## config.mk

```make
export PLATFORM = sky130hd
export DESIGN_NAME = conv_top
export DESIGN_NICKNAME = d
export VERILOG_FILES = /design/src/common/conv_pkg.sv /design/src/hw/ctrl_conv.sv /design/src/conv/conv_window.sv /design/src/conv/conv_accum.sv /design/src/hw/conv_top.sv
export SDC_FILE = /design/constraint.sdc
export NUM_CORES = 2
export LEC_CHECK = 0
export ABC_CLOCK_PERIOD_IN_PS = 18800
export BUFFER_PORTS_ARGS = -buffer_cell sky130_fd_sc_hd__buf_2
export CORE_ASPECT_RATIO = 0.5
export CORE_MARGIN = 2
export CORE_UTILIZATION = 40
export DETAILED_ROUTE_END_ITERATION = 12
export SYNTH_ARGS = -nofsm -noshare
export SYNTH_HDL_FRONTEND = slang
export SYNTH_SLANG_ARGS = --single-unit
```

## constraint.sdc

```tcl
create_clock -name clk -period 18.8 [get_ports clk]
set_clock_uncertainty 0.1 [all_clocks]
set_input_delay 2.82 -clock clk [delete_from_list [all_inputs] [get_ports clk]]
set_output_delay 2.82 -clock clk [all_outputs]
set_load 0.05 [all_outputs]
```

## src/common/conv_pkg.sv

```systemverilog
package conv_pkg;

  localparam int LWIDTH = 4;   // Image, filter and feature sizes.
  localparam int DWIDTH = 8;   // Unsigned pixel.
  localparam int WWIDTH = 8;   // Signed weight.
  localparam int FWIDTH = 24;  // Signed feature value.

  // Window control to feature-memory read, set by the two MAC stages.
  localparam int D_CONV  = 2;
  localparam int D_ACCUM = 1;  // Read-modify-write in the feature memory.

  typedef struct packed {
    logic start;
    logic valid;
    logic stop;
  } ctrl_t;

  typedef enum logic [1:0] {
    CORE_WAIT    = 2'd0,
    CORE_NETWORK = 2'd1,
    CORE_INPUT   = 2'd2,
    CORE_OUTPUT  = 2'd3
  } core_state_e;

  typedef logic        [DWIDTH-1:0] pixel_t;
  typedef logic signed [WWIDTH-1:0] weight_t;
  typedef logic signed [FWIDTH-1:0] feat_t;

endpackage

```

## src/hw/ctrl_conv.sv

```systemverilog
`timescale 1ns/10ps

module ctrl_conv #(
  parameter int  IMG_MAX = 8,
  parameter int  FIL_MAX = 3,
  localparam int AWIDTH  = $clog2(IMG_MAX * IMG_MAX)
) (
  input  logic                        clk,
  input  logic                        xrst,
  input  conv_pkg::ctrl_t             in_ctrl,
  input  conv_pkg::core_state_e       core_state,
  input  logic [conv_pkg::LWIDTH-1:0] img_size_in,
  input  logic [conv_pkg::LWIDTH-1:0] fil_size_in,
  input  logic                        first_input,
  input  logic                        last_input,
  output conv_pkg::ctrl_t             conv_ctrl,
  output logic [conv_pkg::LWIDTH-1:0] win_x,
  output logic [conv_pkg::LWIDTH-1:0] win_y,
  output logic                        img_we,
  output logic [AWIDTH-1:0]           img_addr,
  output logic                        mem_feat_we,
  output logic                        mem_feat_rst,
  output logic [AWIDTH-1:0]           mem_feat_addr,
  output logic [AWIDTH-1:0]           mem_feat_addr_d1,
  output logic                        conv_oe,
  output conv_pkg::ctrl_t             out_ctrl,
  output logic [conv_pkg::LWIDTH-1:0] fea_size
);

  localparam int D_CONV = conv_pkg::D_CONV;
  localparam int D_OUT  = conv_pkg::D_CONV + conv_pkg::D_ACCUM;

  typedef enum logic {
    S_WAIT,
    S_ACTIVE
  } state_e;

  state_e                      r_state;
  conv_pkg::core_state_e       r_core_state;
  logic                        r_wait_back;
  logic                        r_first_input;
  logic                        r_last_input;
  logic [conv_pkg::LWIDTH-1:0] r_img_size;
  logic [conv_pkg::LWIDTH-1:0] r_fea_size;
  logic [conv_pkg::LWIDTH-1:0] r_conv_x;
  logic [conv_pkg::LWIDTH-1:0] r_conv_y;
  logic [conv_pkg::LWIDTH-1:0] r_win_x;
  logic [conv_pkg::LWIDTH-1:0] r_win_y;
  logic                        r_img_we;
  logic [AWIDTH-1:0]           r_img_addr;
  logic                        w_in_step;
  logic                        w_out_step;
  logic                        w_in_last;
  logic                        w_out_last;
  conv_pkg::ctrl_t             r_conv_ctrl;
  conv_pkg::ctrl_t             r_out_ctrl [D_OUT];
  logic                        r_feat_we [D_CONV];
  logic                        r_feat_rst [D_CONV];
  logic [AWIDTH-1:0]           r_feat_cnt;  // Aligned with conv_ctrl.
  logic [AWIDTH-1:0]           r_feat_addr [D_CONV+1];

  assign w_in_step  = r_state == S_ACTIVE && r_core_state == conv_pkg::CORE_INPUT
                      && in_ctrl.valid;
  assign w_out_step = r_state == S_ACTIVE && r_core_state == conv_pkg::CORE_OUTPUT
                      && !r_wait_back;
  assign w_in_last  = r_conv_x == r_img_size - 1'b1 && r_conv_y == r_img_size - 1'b1;
  assign w_out_last = r_conv_x == r_fea_size - 1'b1 && r_conv_y == r_fea_size - 1'b1;

  always_ff @(posedge clk) begin
    if (!xrst) begin
      r_state <= S_WAIT;
    end else if (r_state == S_WAIT && in_ctrl.start) begin
      r_state <= S_ACTIVE;
    end else if (r_state == S_ACTIVE && out_ctrl.stop) begin
      r_state <= S_WAIT;
    end
  end

  always_ff @(posedge clk) begin
    if (!xrst) begin
      r_core_state  <= conv_pkg::CORE_WAIT;
      r_img_size    <= '0;
      r_fea_size    <= '0;
      r_first_input <= 1'b0;
      r_last_input  <= 1'b0;
    end else begin
      r_core_state <= core_state;
      if (r_state == S_WAIT && in_ctrl.start) begin
        r_img_size    <= img_size_in;
        r_fea_size    <= img_size_in - fil_size_in + 1'b1;  // Valid windows only.
        r_first_input <= first_input;
        r_last_input  <= last_input;
      end
    end
  end

  // Raster position: pixels while loading, feature positions while sweeping.
  always_ff @(posedge clk) begin
    if (!xrst || r_state == S_WAIT) begin
      r_conv_x <= '0;
      r_conv_y <= '0;
    end else if (w_in_step) begin
      if (r_conv_x == r_img_size - 1'b1) begin
        r_conv_x <= '0;
        r_conv_y <= w_in_last ? '0 : r_conv_y + 1'b1;
      end else begin
        r_conv_x <= r_conv_x + 1'b1;
      end
    end else if (w_out_step) begin
      if (r_conv_x == r_fea_size - 1'b1) begin
        r_conv_x <= '0;
        r_conv_y <= w_out_last ? '0 : r_conv_y + 1'b1;
      end else begin
        r_conv_x <= r_conv_x + 1'b1;
      end
    end
  end

  always_ff @(posedge clk) begin
    if (!xrst) begin
      r_conv_ctrl <= '0;
      r_img_we    <= 1'b0;
      r_wait_back <= 1'b0;
    end else begin
      r_conv_ctrl.start <= w_in_step && r_last_input && w_in_last;
      r_conv_ctrl.valid <= w_out_step;
      r_conv_ctrl.stop  <= w_out_step && w_out_last;
      r_img_we          <= w_in_step;
      if (in_ctrl.start) begin
        r_wait_back <= 1'b0;
      end else if (w_out_step && w_out_last) begin
        r_wait_back <= 1'b1;  // Hold off until the next pass.
      end
    end
  end

  always_ff @(posedge clk) begin
    r_win_x    <= r_conv_x;
    r_win_y    <= r_conv_y;
    r_img_addr <= AWIDTH'(r_conv_y * IMG_MAX + r_conv_x);
    r_feat_addr[0] <= r_feat_cnt;
    for (int i = 1; i <= D_CONV; i++) begin
      r_feat_addr[i] <= r_feat_addr[i-1];
    end
  end

  // Feature-memory control and the output control chain.
  always_ff @(posedge clk) begin
    if (!xrst) begin
      r_feat_cnt <= '0;
      for (int i = 0; i < D_CONV; i++) begin
        r_feat_we[i]  <= 1'b0;
        r_feat_rst[i] <= 1'b0;
      end
      for (int i = 0; i < D_OUT; i++) begin
        r_out_ctrl[i] <= '0;
      end
    end else begin
      if (r_state == S_WAIT || r_conv_ctrl.stop) begin
        r_feat_cnt <= '0;
      end else if (r_conv_ctrl.valid) begin
        r_feat_cnt <= r_feat_cnt + 1'b1;
      end
      r_feat_we[0]  <= r_conv_ctrl.valid;
      r_feat_rst[0] <= r_conv_ctrl.valid && r_first_input;
      for (int i = 1; i < D_CONV; i++) begin
        r_feat_we[i]  <= r_feat_we[i-1];
        r_feat_rst[i] <= r_feat_rst[i-1];
      end
      r_out_ctrl[0] <= r_conv_ctrl;  // Accum control runs with conv_ctrl.
      for (int i = 1; i < D_OUT; i++) begin
        r_out_ctrl[i] <= r_out_ctrl[i-1];
      end
    end
  end

  assign conv_ctrl        = r_conv_ctrl;
  assign win_x            = r_win_x;
  assign win_y            = r_win_y;
  assign img_we           = r_img_we;
  assign img_addr         = r_img_addr;
  assign mem_feat_we      = r_feat_we[D_CONV-1];
  assign mem_feat_rst     = r_feat_rst[D_CONV-1];
  assign mem_feat_addr    = r_feat_addr[D_CONV-1];
  assign mem_feat_addr_d1 = r_feat_addr[D_CONV];
  assign conv_oe          = r_out_ctrl[D_OUT-2].valid;
  assign out_ctrl         = r_out_ctrl[D_OUT-1];
  assign fea_size         = r_fea_size;

  a_start_sizes: assert property (@(posedge clk) disable iff (!xrst)
    r_state == S_WAIT && in_ctrl.start |->
      fil_size_in != 0 && fil_size_in <= FIL_MAX
      && fil_size_in <= img_size_in && img_size_in <= IMG_MAX);

  // The counters see the registered phase.
  a_valid_input: assert property (@(posedge clk) disable iff (!xrst)
    in_ctrl.valid |-> r_core_state == conv_pkg::CORE_INPUT);

endmodule

```

## src/conv/conv_window.sv

```systemverilog
`timescale 1ns/10ps

module conv_window #(
  parameter int  IMG_MAX = 8,
  parameter int  FIL_MAX = 3,
  localparam int AWIDTH  = $clog2(IMG_MAX * IMG_MAX),
  localparam int WAWIDTH = $clog2(FIL_MAX * FIL_MAX)
) (
  input  logic                        clk,
  input  logic                        xrst,
  input  logic                        img_we,
  input  logic [AWIDTH-1:0]           img_addr,
  input  conv_pkg::pixel_t            in_data,
  input  logic                        weight_we,
  input  logic [WAWIDTH-1:0]          weight_addr,
  input  conv_pkg::weight_t           weight_data,
  input  conv_pkg::ctrl_t             conv_ctrl,
  input  logic [conv_pkg::LWIDTH-1:0] win_x,
  input  logic [conv_pkg::LWIDTH-1:0] win_y,
  input  logic [conv_pkg::LWIDTH-1:0] fil_size,
  output conv_pkg::feat_t             conv_sum
);

  localparam int NTAP   = FIL_MAX * FIL_MAX;
  localparam int PWIDTH = conv_pkg::DWIDTH + conv_pkg::WWIDTH + 1;

  // Image stored with a stride of IMG_MAX, weights with a stride of FIL_MAX.
  conv_pkg::pixel_t         r_img [IMG_MAX*IMG_MAX];
  conv_pkg::weight_t        r_weight [NTAP];
  conv_pkg::pixel_t         r_pixel;
  conv_pkg::pixel_t         w_tap [NTAP];
  logic signed [PWIDTH-1:0] r_prod [NTAP];
  logic                     r_prod_valid;
  conv_pkg::feat_t          w_sum;
  conv_pkg::feat_t          r_sum;

  always_ff @(posedge clk) begin
    r_pixel <= in_data;  // Lines up with the delayed write address.
    if (img_we) begin
      r_img[img_addr] <= r_pixel;
    end
    if (weight_we) begin
      r_weight[weight_addr] <= weight_data;
    end
  end

  // Taps outside the filter or the buffer read as zero.
  always_comb begin
    for (int ky = 0; ky < FIL_MAX; ky++) begin
      for (int kx = 0; kx < FIL_MAX; kx++) begin
        w_tap[ky*FIL_MAX+kx] = '0;
        if (ky < int'(fil_size) && kx < int'(fil_size)
            && int'(win_y) + ky < IMG_MAX && int'(win_x) + kx < IMG_MAX) begin
          w_tap[ky*FIL_MAX+kx] = r_img[(int'(win_y) + ky) * IMG_MAX + int'(win_x) + kx];
        end
      end
    end
  end

  always_ff @(posedge clk) begin
    if (!xrst) begin
      r_prod_valid <= 1'b0;
    end else begin
      r_prod_valid <= conv_ctrl.valid;
    end
  end

  // Stage 1.
  always_ff @(posedge clk) begin
    if (conv_ctrl.valid) begin
      for (int k = 0; k < NTAP; k++) begin
        r_prod[k] <= $signed({1'b0, w_tap[k]}) * r_weight[k];
      end
    end
  end

  always_comb begin
    w_sum = '0;
    for (int k = 0; k < NTAP; k++) begin
      w_sum = w_sum + conv_pkg::feat_t'(r_prod[k]);
    end
  end

  // Stage 2.
  always_ff @(posedge clk) begin
    if (r_prod_valid) begin
      r_sum <= w_sum;
    end
  end

  assign conv_sum = r_sum;

  a_window_bound: assert property (@(posedge clk) disable iff (!xrst)
    conv_ctrl.valid |-> int'(win_x) + int'(fil_size) <= IMG_MAX
                        && int'(win_y) + int'(fil_size) <= IMG_MAX);

endmodule

```

## src/conv/conv_accum.sv

```systemverilog
`timescale 1ns/10ps

module conv_accum #(
  parameter int  IMG_MAX = 8,
  localparam int AWIDTH  = $clog2(IMG_MAX * IMG_MAX)
) (
  input  logic              clk,
  input  logic              xrst,
  input  logic              mem_feat_we,
  input  logic              mem_feat_rst,
  input  logic [AWIDTH-1:0] mem_feat_addr,
  input  logic [AWIDTH-1:0] mem_feat_addr_d1,
  input  conv_pkg::feat_t   conv_sum,
  input  logic              conv_oe,
  output conv_pkg::feat_t   out_data
);

  conv_pkg::feat_t mem_feat [IMG_MAX*IMG_MAX];
  conv_pkg::feat_t w_old;
  conv_pkg::feat_t w_new;
  conv_pkg::feat_t r_wdata;
  conv_pkg::feat_t r_out;
  logic            r_we;

  assign w_old = mem_feat[mem_feat_addr];
  // First pass of a layer overwrites.
  assign w_new = mem_feat_rst ? conv_sum : w_old + conv_sum;

  always_ff @(posedge clk) begin
    if (!xrst) begin
      r_we <= 1'b0;
    end else begin
      r_we <= mem_feat_we;
    end
  end

  always_ff @(posedge clk) begin
    if (mem_feat_we) begin
      r_wdata <= w_new;
    end
    if (r_we) begin
      mem_feat[mem_feat_addr_d1] <= r_wdata;  // Write back one cycle after the read.
    end
  end

  // Output register takes the value being written.
  always_ff @(posedge clk) begin
    if (conv_oe) begin
      r_out <= w_new;
    end
  end

  assign out_data = r_out;

  a_rst_with_we: assert property (@(posedge clk) disable iff (!xrst)
    mem_feat_rst |-> mem_feat_we);

  // A read never meets a pending write to the same entry.
  a_no_rmw_hazard: assert property (@(posedge clk) disable iff (!xrst)
    mem_feat_we && r_we |-> mem_feat_addr != mem_feat_addr_d1);

endmodule

```

## src/hw/conv_top.sv

```systemverilog
`timescale 1ns/10ps

module conv_top #(
  parameter int  IMG_MAX = 8,
  parameter int  FIL_MAX = 3,
  localparam int IMG_AW  = $clog2(IMG_MAX * IMG_MAX),
  localparam int FIL_AW  = $clog2(FIL_MAX * FIL_MAX)
) (
  input  logic                        clk,
  input  logic                        xrst,
  input  conv_pkg::ctrl_t             in_ctrl,
  input  conv_pkg::pixel_t            in_data,
  input  conv_pkg::core_state_e       core_state,
  input  logic [conv_pkg::LWIDTH-1:0] img_size,
  input  logic [conv_pkg::LWIDTH-1:0] fil_size,
  input  logic                        first_input,
  input  logic                        last_input,
  input  logic                        weight_we,
  input  logic [FIL_AW-1:0]           weight_addr,
  input  conv_pkg::weight_t           weight_data,
  output conv_pkg::ctrl_t             out_ctrl,
  output conv_pkg::feat_t             out_data,
  output logic [conv_pkg::LWIDTH-1:0] fea_size
);

  conv_pkg::ctrl_t             conv_ctrl;
  logic [conv_pkg::LWIDTH-1:0] win_x;
  logic [conv_pkg::LWIDTH-1:0] win_y;
  logic                        img_we;
  logic [IMG_AW-1:0]           img_addr;
  logic                        mem_feat_we;
  logic                        mem_feat_rst;
  logic [IMG_AW-1:0]           mem_feat_addr;
  logic [IMG_AW-1:0]           mem_feat_addr_d1;
  logic                        conv_oe;
  conv_pkg::feat_t             conv_sum;

  ctrl_conv #(
    .IMG_MAX (IMG_MAX),
    .FIL_MAX (FIL_MAX)
  ) ctrl0 (
    .clk              (clk),
    .xrst             (xrst),
    .in_ctrl          (in_ctrl),
    .core_state       (core_state),
    .img_size_in      (img_size),
    .fil_size_in      (fil_size),
    .first_input      (first_input),
    .last_input       (last_input),
    .conv_ctrl        (conv_ctrl),
    .win_x            (win_x),
    .win_y            (win_y),
    .img_we           (img_we),
    .img_addr         (img_addr),
    .mem_feat_we      (mem_feat_we),
    .mem_feat_rst     (mem_feat_rst),
    .mem_feat_addr    (mem_feat_addr),
    .mem_feat_addr_d1 (mem_feat_addr_d1),
    .conv_oe          (conv_oe),
    .out_ctrl         (out_ctrl),
    .fea_size         (fea_size)
  );

  conv_window #(
    .IMG_MAX (IMG_MAX),
    .FIL_MAX (FIL_MAX)
  ) window0 (
    .clk         (clk),
    .xrst        (xrst),
    .img_we      (img_we),
    .img_addr    (img_addr),
    .in_data     (in_data),
    .weight_we   (weight_we),
    .weight_addr (weight_addr),
    .weight_data (weight_data),
    .conv_ctrl   (conv_ctrl),
    .win_x       (win_x),
    .win_y       (win_y),
    .fil_size    (fil_size),
    .conv_sum    (conv_sum)
  );

  conv_accum #(
    .IMG_MAX (IMG_MAX)
  ) accum0 (
    .clk              (clk),
    .xrst             (xrst),
    .mem_feat_we      (mem_feat_we),
    .mem_feat_rst     (mem_feat_rst),
    .mem_feat_addr    (mem_feat_addr),
    .mem_feat_addr_d1 (mem_feat_addr_d1),
    .conv_sum         (conv_sum),
    .conv_oe          (conv_oe),
    .out_data         (out_data)
  );

endmodule

```

======== Word level (Yosys, flattened, before mapping) ========
Memory sizes are Yosys's and may differ from the RTL's.
Index checks and enable logic that the tools add are counted.
storage, ports and cells
  RAM bits ................................ 2,304
  flip-flop bits (word level) ............. 128
  memories kept ........................... 8
  input bits .............................. 38
  word-level logic and storage cells ...... 177
memories
  name               words  bits a word  rd ports  clocked after memory_dff  write ports  line               RTL
  accum0.mem_feat    64     24           1         0                         1            conv_accum.sv:18   conv_pkg::feat_t mem_feat [IMG_MAX*IMG_MAX];
  window0.r_img      64     8            9         0                         1            conv_window.sv:28  conv_pkg::pixel_t r_img [IMG_MAX*IMG_MAX];
  window0.r_prod     9      17           9         0                         9            conv_window.sv:32  logic signed [PWIDTH-1:0] r_prod [NTAP];
  window0.r_weight   9      8            9         0                         1            conv_window.sv:29  conv_pkg::weight_t r_weight [NTAP];
  ctrl0.r_feat_addr  3      6            3         0                         3            ctrl_conv.sv:60    logic [AWIDTH-1:0] r_feat_addr [D_CONV+1];
  ctrl0.r_out_ctrl   3      3            3         0                         3            ctrl_conv.sv:56    conv_pkg::ctrl_t r_out_ctrl [D_OUT];
  2 more memories    -      -            -         -                         -            -
operators by class
  equality and inequality tests ........... 7
  mux-type cells .......................... 39
  add/sub/neg operators ................... 30
  $lt $le $gt $ge ......................... 9
  bitwise operators ....................... 9
  $mul .................................... 9
  reduce and logical (&&, ||, !) cells .... 43
operators with widths
  kind                   count
  $mul A9 B8 Y17         9
  $add A24 B17 Y24       6
  $mux W8                9
  $lt A32 B5 Y1 const B  2
  $mux W4                10
  $logic_and A1 B1 Y1    33
  $add A24 B24 Y24       1
  $mux W24               1
  $add A18 B17 Y19       1
  $add A17 B17 Y18       1
  $add A6 B2 Y6 const B  3
  $add A6 B3 Y6 const B  3
  $eq A4 B4 Y1           4
  $mux W1                16
  $add A4 B1 Y4 const B  3
  $add A6 B4 Y6          2
  $add A6 B5 Y6          2
  $add A4 B1 Y5 const B  2
  $add A4 B2 Y5 const B  2
  $lt A5 B4 Y1 const B   2
  $mux W3                3
  $lt A1 B4 Y1 const A   2
  $lt A4 B4 Y1 const B   2
  $sub A4 B1 Y4 const B  2
  12 further kinds       25

======== Depth between registers and ports, before layout ========
An unclocked memory read counts as a cell.
  depth in word-level cells ............... 9
  mapped depth ............................ 32

======== Hierarchy ========
Synthesis repeated with hierarchy kept, for this count alone.
unflattened totals
  cells, all modules ...................... 7,732
  area total of the unflattened synthesis .. 128,280.5 um^2
modules (own cells, without submodules)
  module       times used  cells each  area an instance (um^2)
  conv_window  1           4,898       64,037.7
  conv_accum   1           2,578       61,476.5
  ctrl_conv    1           256         2,766.4

======== Worst setup path before layout ========
OpenSTA, ideal clock, no wires.
  kind .................................... input to register
  from .................................... in fil_size[1] in the netlist's numbering
  to ...................................... mem window0.r_prod[0][67] in the netlist's numbering, data pin
  arrival time ............................ 7.527 ns
  library setup time ...................... 0.260 ns
  slack ................................... 10.913 ns
  path buffers ............................ 1
  stages on the path ...................... 20
  required time ........................... 18.440 ns
  path through ............................ or3_1 -> nor3b_1 -> clkbuf_1 -> o311a_1 -> and2_1 -> fa_1 -> fa_1 -> inv_1 -> fa_1 -> fa_1 -> inv_1 -> ha_1 -> nor2b_1 -> o21ai_0 -> a21boi_0 -> o21ai_0 -> a21oi_1 -> a41o_1 -> o41a_1 -> xnor2_1
RTL lines
  what         line               RTL
  from (decl)  conv_top.sv:15     input logic [conv_pkg::LWIDTH-1:0] fil_size,
  to (decl)    conv_window.sv:32

==> impl_metrics.csv <==
group,metric,value,unit
run_status,status,"complete, no violations",
finish,mostFrequentLayoutCell,"edfxtp_1",
timing,fin_crit_sh,50.4,%
synth,synth_edf_count,2321,
place,hpwl,223000,um
clocking,numCtsBuffers,217,
worst_setup_path,r2r_end,"window0.r_prod[0][101]",
synth,syn_avg_cell_area,16.5,sq um
worst_setup_path,crit_path_top_delay_cell,"buf_4",
worst_setup_path,critPathLaunch,"ctrl0.win_x[0]",
clocking,cts-root-buf,"clkbuf_16",
finish,drive_gt1_share,22.0,%
clocking,cts_hold_buffers,0,
run,maxCapViolations,0,
drt,drt_first_pass_iters,6,
synth,netlist.area_leader.share,55.2,%
worst_setup_path,reg2regPathDepth,22,
min_path,hold_class,"reg2reg",
worst_setup_path,path_cells,"buf_4, buf_4, buf_4, mux4_2, mux4_2, mux4_2, and3_1, fa_1, fa_1, inv_1, fa_1, fa_1, inv_1, ha_1, nor2b_1, o21ai_0, a21boi_0, o21ai_0, a21oi_1, a41o_1, o41a_1, xnor2_1",
worst_setup_path,max_stage_delay,800,ps
die,fp.dieH,401,um
clocking,htree_levels,4,
global_routing,grt.overflow.total,0,
place,io_buffers,67,
power,power-per-cell-area,81.1,mW/mm^2
worst_setup_path,crit_fanout,47,
clocking,cts_sinks,2401,
worst_setup_path,start_kind,"flip-flop",
timing,rsz0062_at_grt,"false",
global_routing,grt_max_degree,94,
synth,synth_cell_type_count,69,
global_routing,first_global_vias,69439,
place,place.gp.congestion,0.908,
drt,vias,69704,
drt,drc_errors,0,
synth,synth_seq_area_share,56.4,%
global_routing,grt_pass1_wl,489000,um
clocking,clkSlewWorstSetupHoldPaths,70,ps
clocking,post-cts-setup-buffers,0,
timing,max_clock_freq,0.105,GHz
synth,async_flop_share,0,%
worst_setup_path,end_kind,"flip-flop",
worst_setup_path,path_class,"reg2reg",
global_routing,antenna_found_initial,13,
worst_setup_path,path_buf_inv,5,
worst_setup_path,cp-endpoint,"window0.r_prod[0][101]",
die,start_util,40.3,%
clocking,clk_latency,960,ps
die,fp.dieArea,0.321,sq mm
synth,synth_top_area_cell,"edfxtp_1",
drt,antenna_left,0,
timing,tightest_slew,1460,ps
finish,final_cell_mix,"edfxtp_1, mux4_2, inv_1",
timing,drv_slew,0,
die,ios,69,
power,p_leak,47.4,nW
synth,synth_area,0.126,sq mm
drt,via_per_inst,5.75,
power,irDropWorstVdd,0.0906,mV
clocking,cts_resized,0,
worst_setup_path,cp.depth,22,
die,die_width,799,um
synth,synthTopCellsByArea,"edfxtp_1, mux4_2, fa_1",
clocking,clockBufferDepth,4,
worst_setup_path,r2r_setup_slack,9320,ps
die,rows,145,
timing,setup_viol,0,
synth,synth_seq_cells,2401,
drt,routed_wl,338000,um
global_routing,grt_usage,20.9,%
synth,postSynthCellCount,7657,
finish,area_delta_synth_final,10.3,%
worst_setup_path,cp_top_family,"buffers and inverters",
worst_setup_path,r2r_start,"ctrl0.win_x[0]",
worst_setup_path,cp.arrival,9990,ps
timing,fin_setup_tns,0,ps
timing,whs,219,ps
clocking,cts_tree,"yes",
timing,finalCriticalPeriod,9480,ps
worst_setup_path,cp.required,19310,ps
place,place_area,0.132,sq mm
worst_setup_path,path_common_cell,"fa_1",
finish,final_area,0.139,sq mm
drt,wl_per_cell,27.9,um
finish,fin_nets,8710,
timing,hold_violations,0,
synth,ys.flop_type,"edfxtp_1",
synth,syn_nets,8617,
synth,yosysWarnings,0,
drt,drt_iter0_drc,8075,
die,core,0.313,sq mm
timing,relSlewSlack,2.24,%
[kinds of logic (layout without fill, tap and decap cells)]
logic type	Yosys count	in the layout	share of synthesized area, %
flops	2401	2401	56.4
simple gates	1471	1471	5.46
mux	1135	1135	19.2
buf+inv	978	1245	3.05
fa+ha+maj	922	922	11.8
compound gates	546	546	2.63
xor+xnor	204	204	1.47
other cells	0	5	0
[power breakdown]
group	switching, W	leakage [nW]	internal, W
clock	0.00205	3.38	0.00246
combinational	0.000519	22.5	0.000386
sequential	0.0000177	21.5	0.00585
total	0.00259	47.4	0.00871
[metrics by stage]
stage / cells / setup WS (ps) / util (%) / total power (W)
final: 12118 / 9320 / 44.5 / 0.0113
after global routing: 12113 / 8620 / 44.5 / 0.0117
after CTS: 12113 / 9200 / 44.4 / 0.0114
after detailed placement: 11720 / 9210 / 42.2 / 0.00689
after global placement: 11720 / 9320 / 42.2 / 0.00689
after floorplan: 7657 / 10910 / - / 0.00665
[how the worst min path moves through the flow]
stage          slack [ps]                    start                  endpoint  depth (start not counted)
3_5_place_dp          210  ctrl0.r_feat_addr[0][2]   ctrl0.r_feat_addr[0][8]                          0
4_1_cts               230  ctrl0.r_feat_addr[0][2]   ctrl0.r_feat_addr[0][8]                          0
2_1_floorplan         210  ctrl0.r_feat_addr[0][4]  ctrl0.r_feat_addr[0][10]                          0
6_report              220  ctrl0.r_feat_addr[0][3]   ctrl0.r_feat_addr[0][9]                          0
3_3_place_gp          210  ctrl0.r_feat_addr[0][2]   ctrl0.r_feat_addr[0][8]                          0
5_1_grt               230  ctrl0.r_feat_addr[0][3]   ctrl0.r_feat_addr[0][9]                          0
[layout make-up]
class | count | area (sq um)
multi-input cells | 4278 | 51800
clock buffers | 273 | 5770
diodes | 5 | 12.5
flip-flops and latches | 2401 | 71300
repair buffers | 218 | 1530
clock inverters | 120 | 1190
well taps | 4189 | 5240
inverters | 634 | 2390
fillers | 27003 | 174000
[Yosys cell counts (59+ instances only)]
master    instances
edfxtp_1       2321
mux4_2         1021
inv_1           631
ha_1            473
fa_1            449
nand2_1         447
nor2_1          381
clkbuf_1        190
nand3_1         170
o21ai_0         169
a21oi_1         155
xnor2_1         149
and3_1          142
and2_1          109
dfxtp_1          80
buf_2            74
mux2i_1          65
nor2b_1          60
buf_1            59
[sequential cells by signal, summed over array words and instances (netlist names), 6 cells and up]
name	flops
window0.r_weight	72
ctrl0.r_out_ctrl	8
ctrl0.r_feat_cnt	6
window0.r_img	512
accum0.out_data	24
window0.r_prod	153
window0.conv_sum	24
window0.r_pixel	8
accum0.mem_feat	1536
ctrl0.r_feat_addr	18
[metal layers]
layer | vias to the layer above | GRT usage, % | routed length (um)
li1 | 29701 | - | -
met1 | 36728 | 29.5 | 143000
met2 | 2741 | 32.7 | 155000
met3 | 532 | 4.16 | 27400
met4 | 2 | 7.02 | 13000
met5 | - | 0 | 20
No activity file was read; power rests on OpenSTA's default activity.
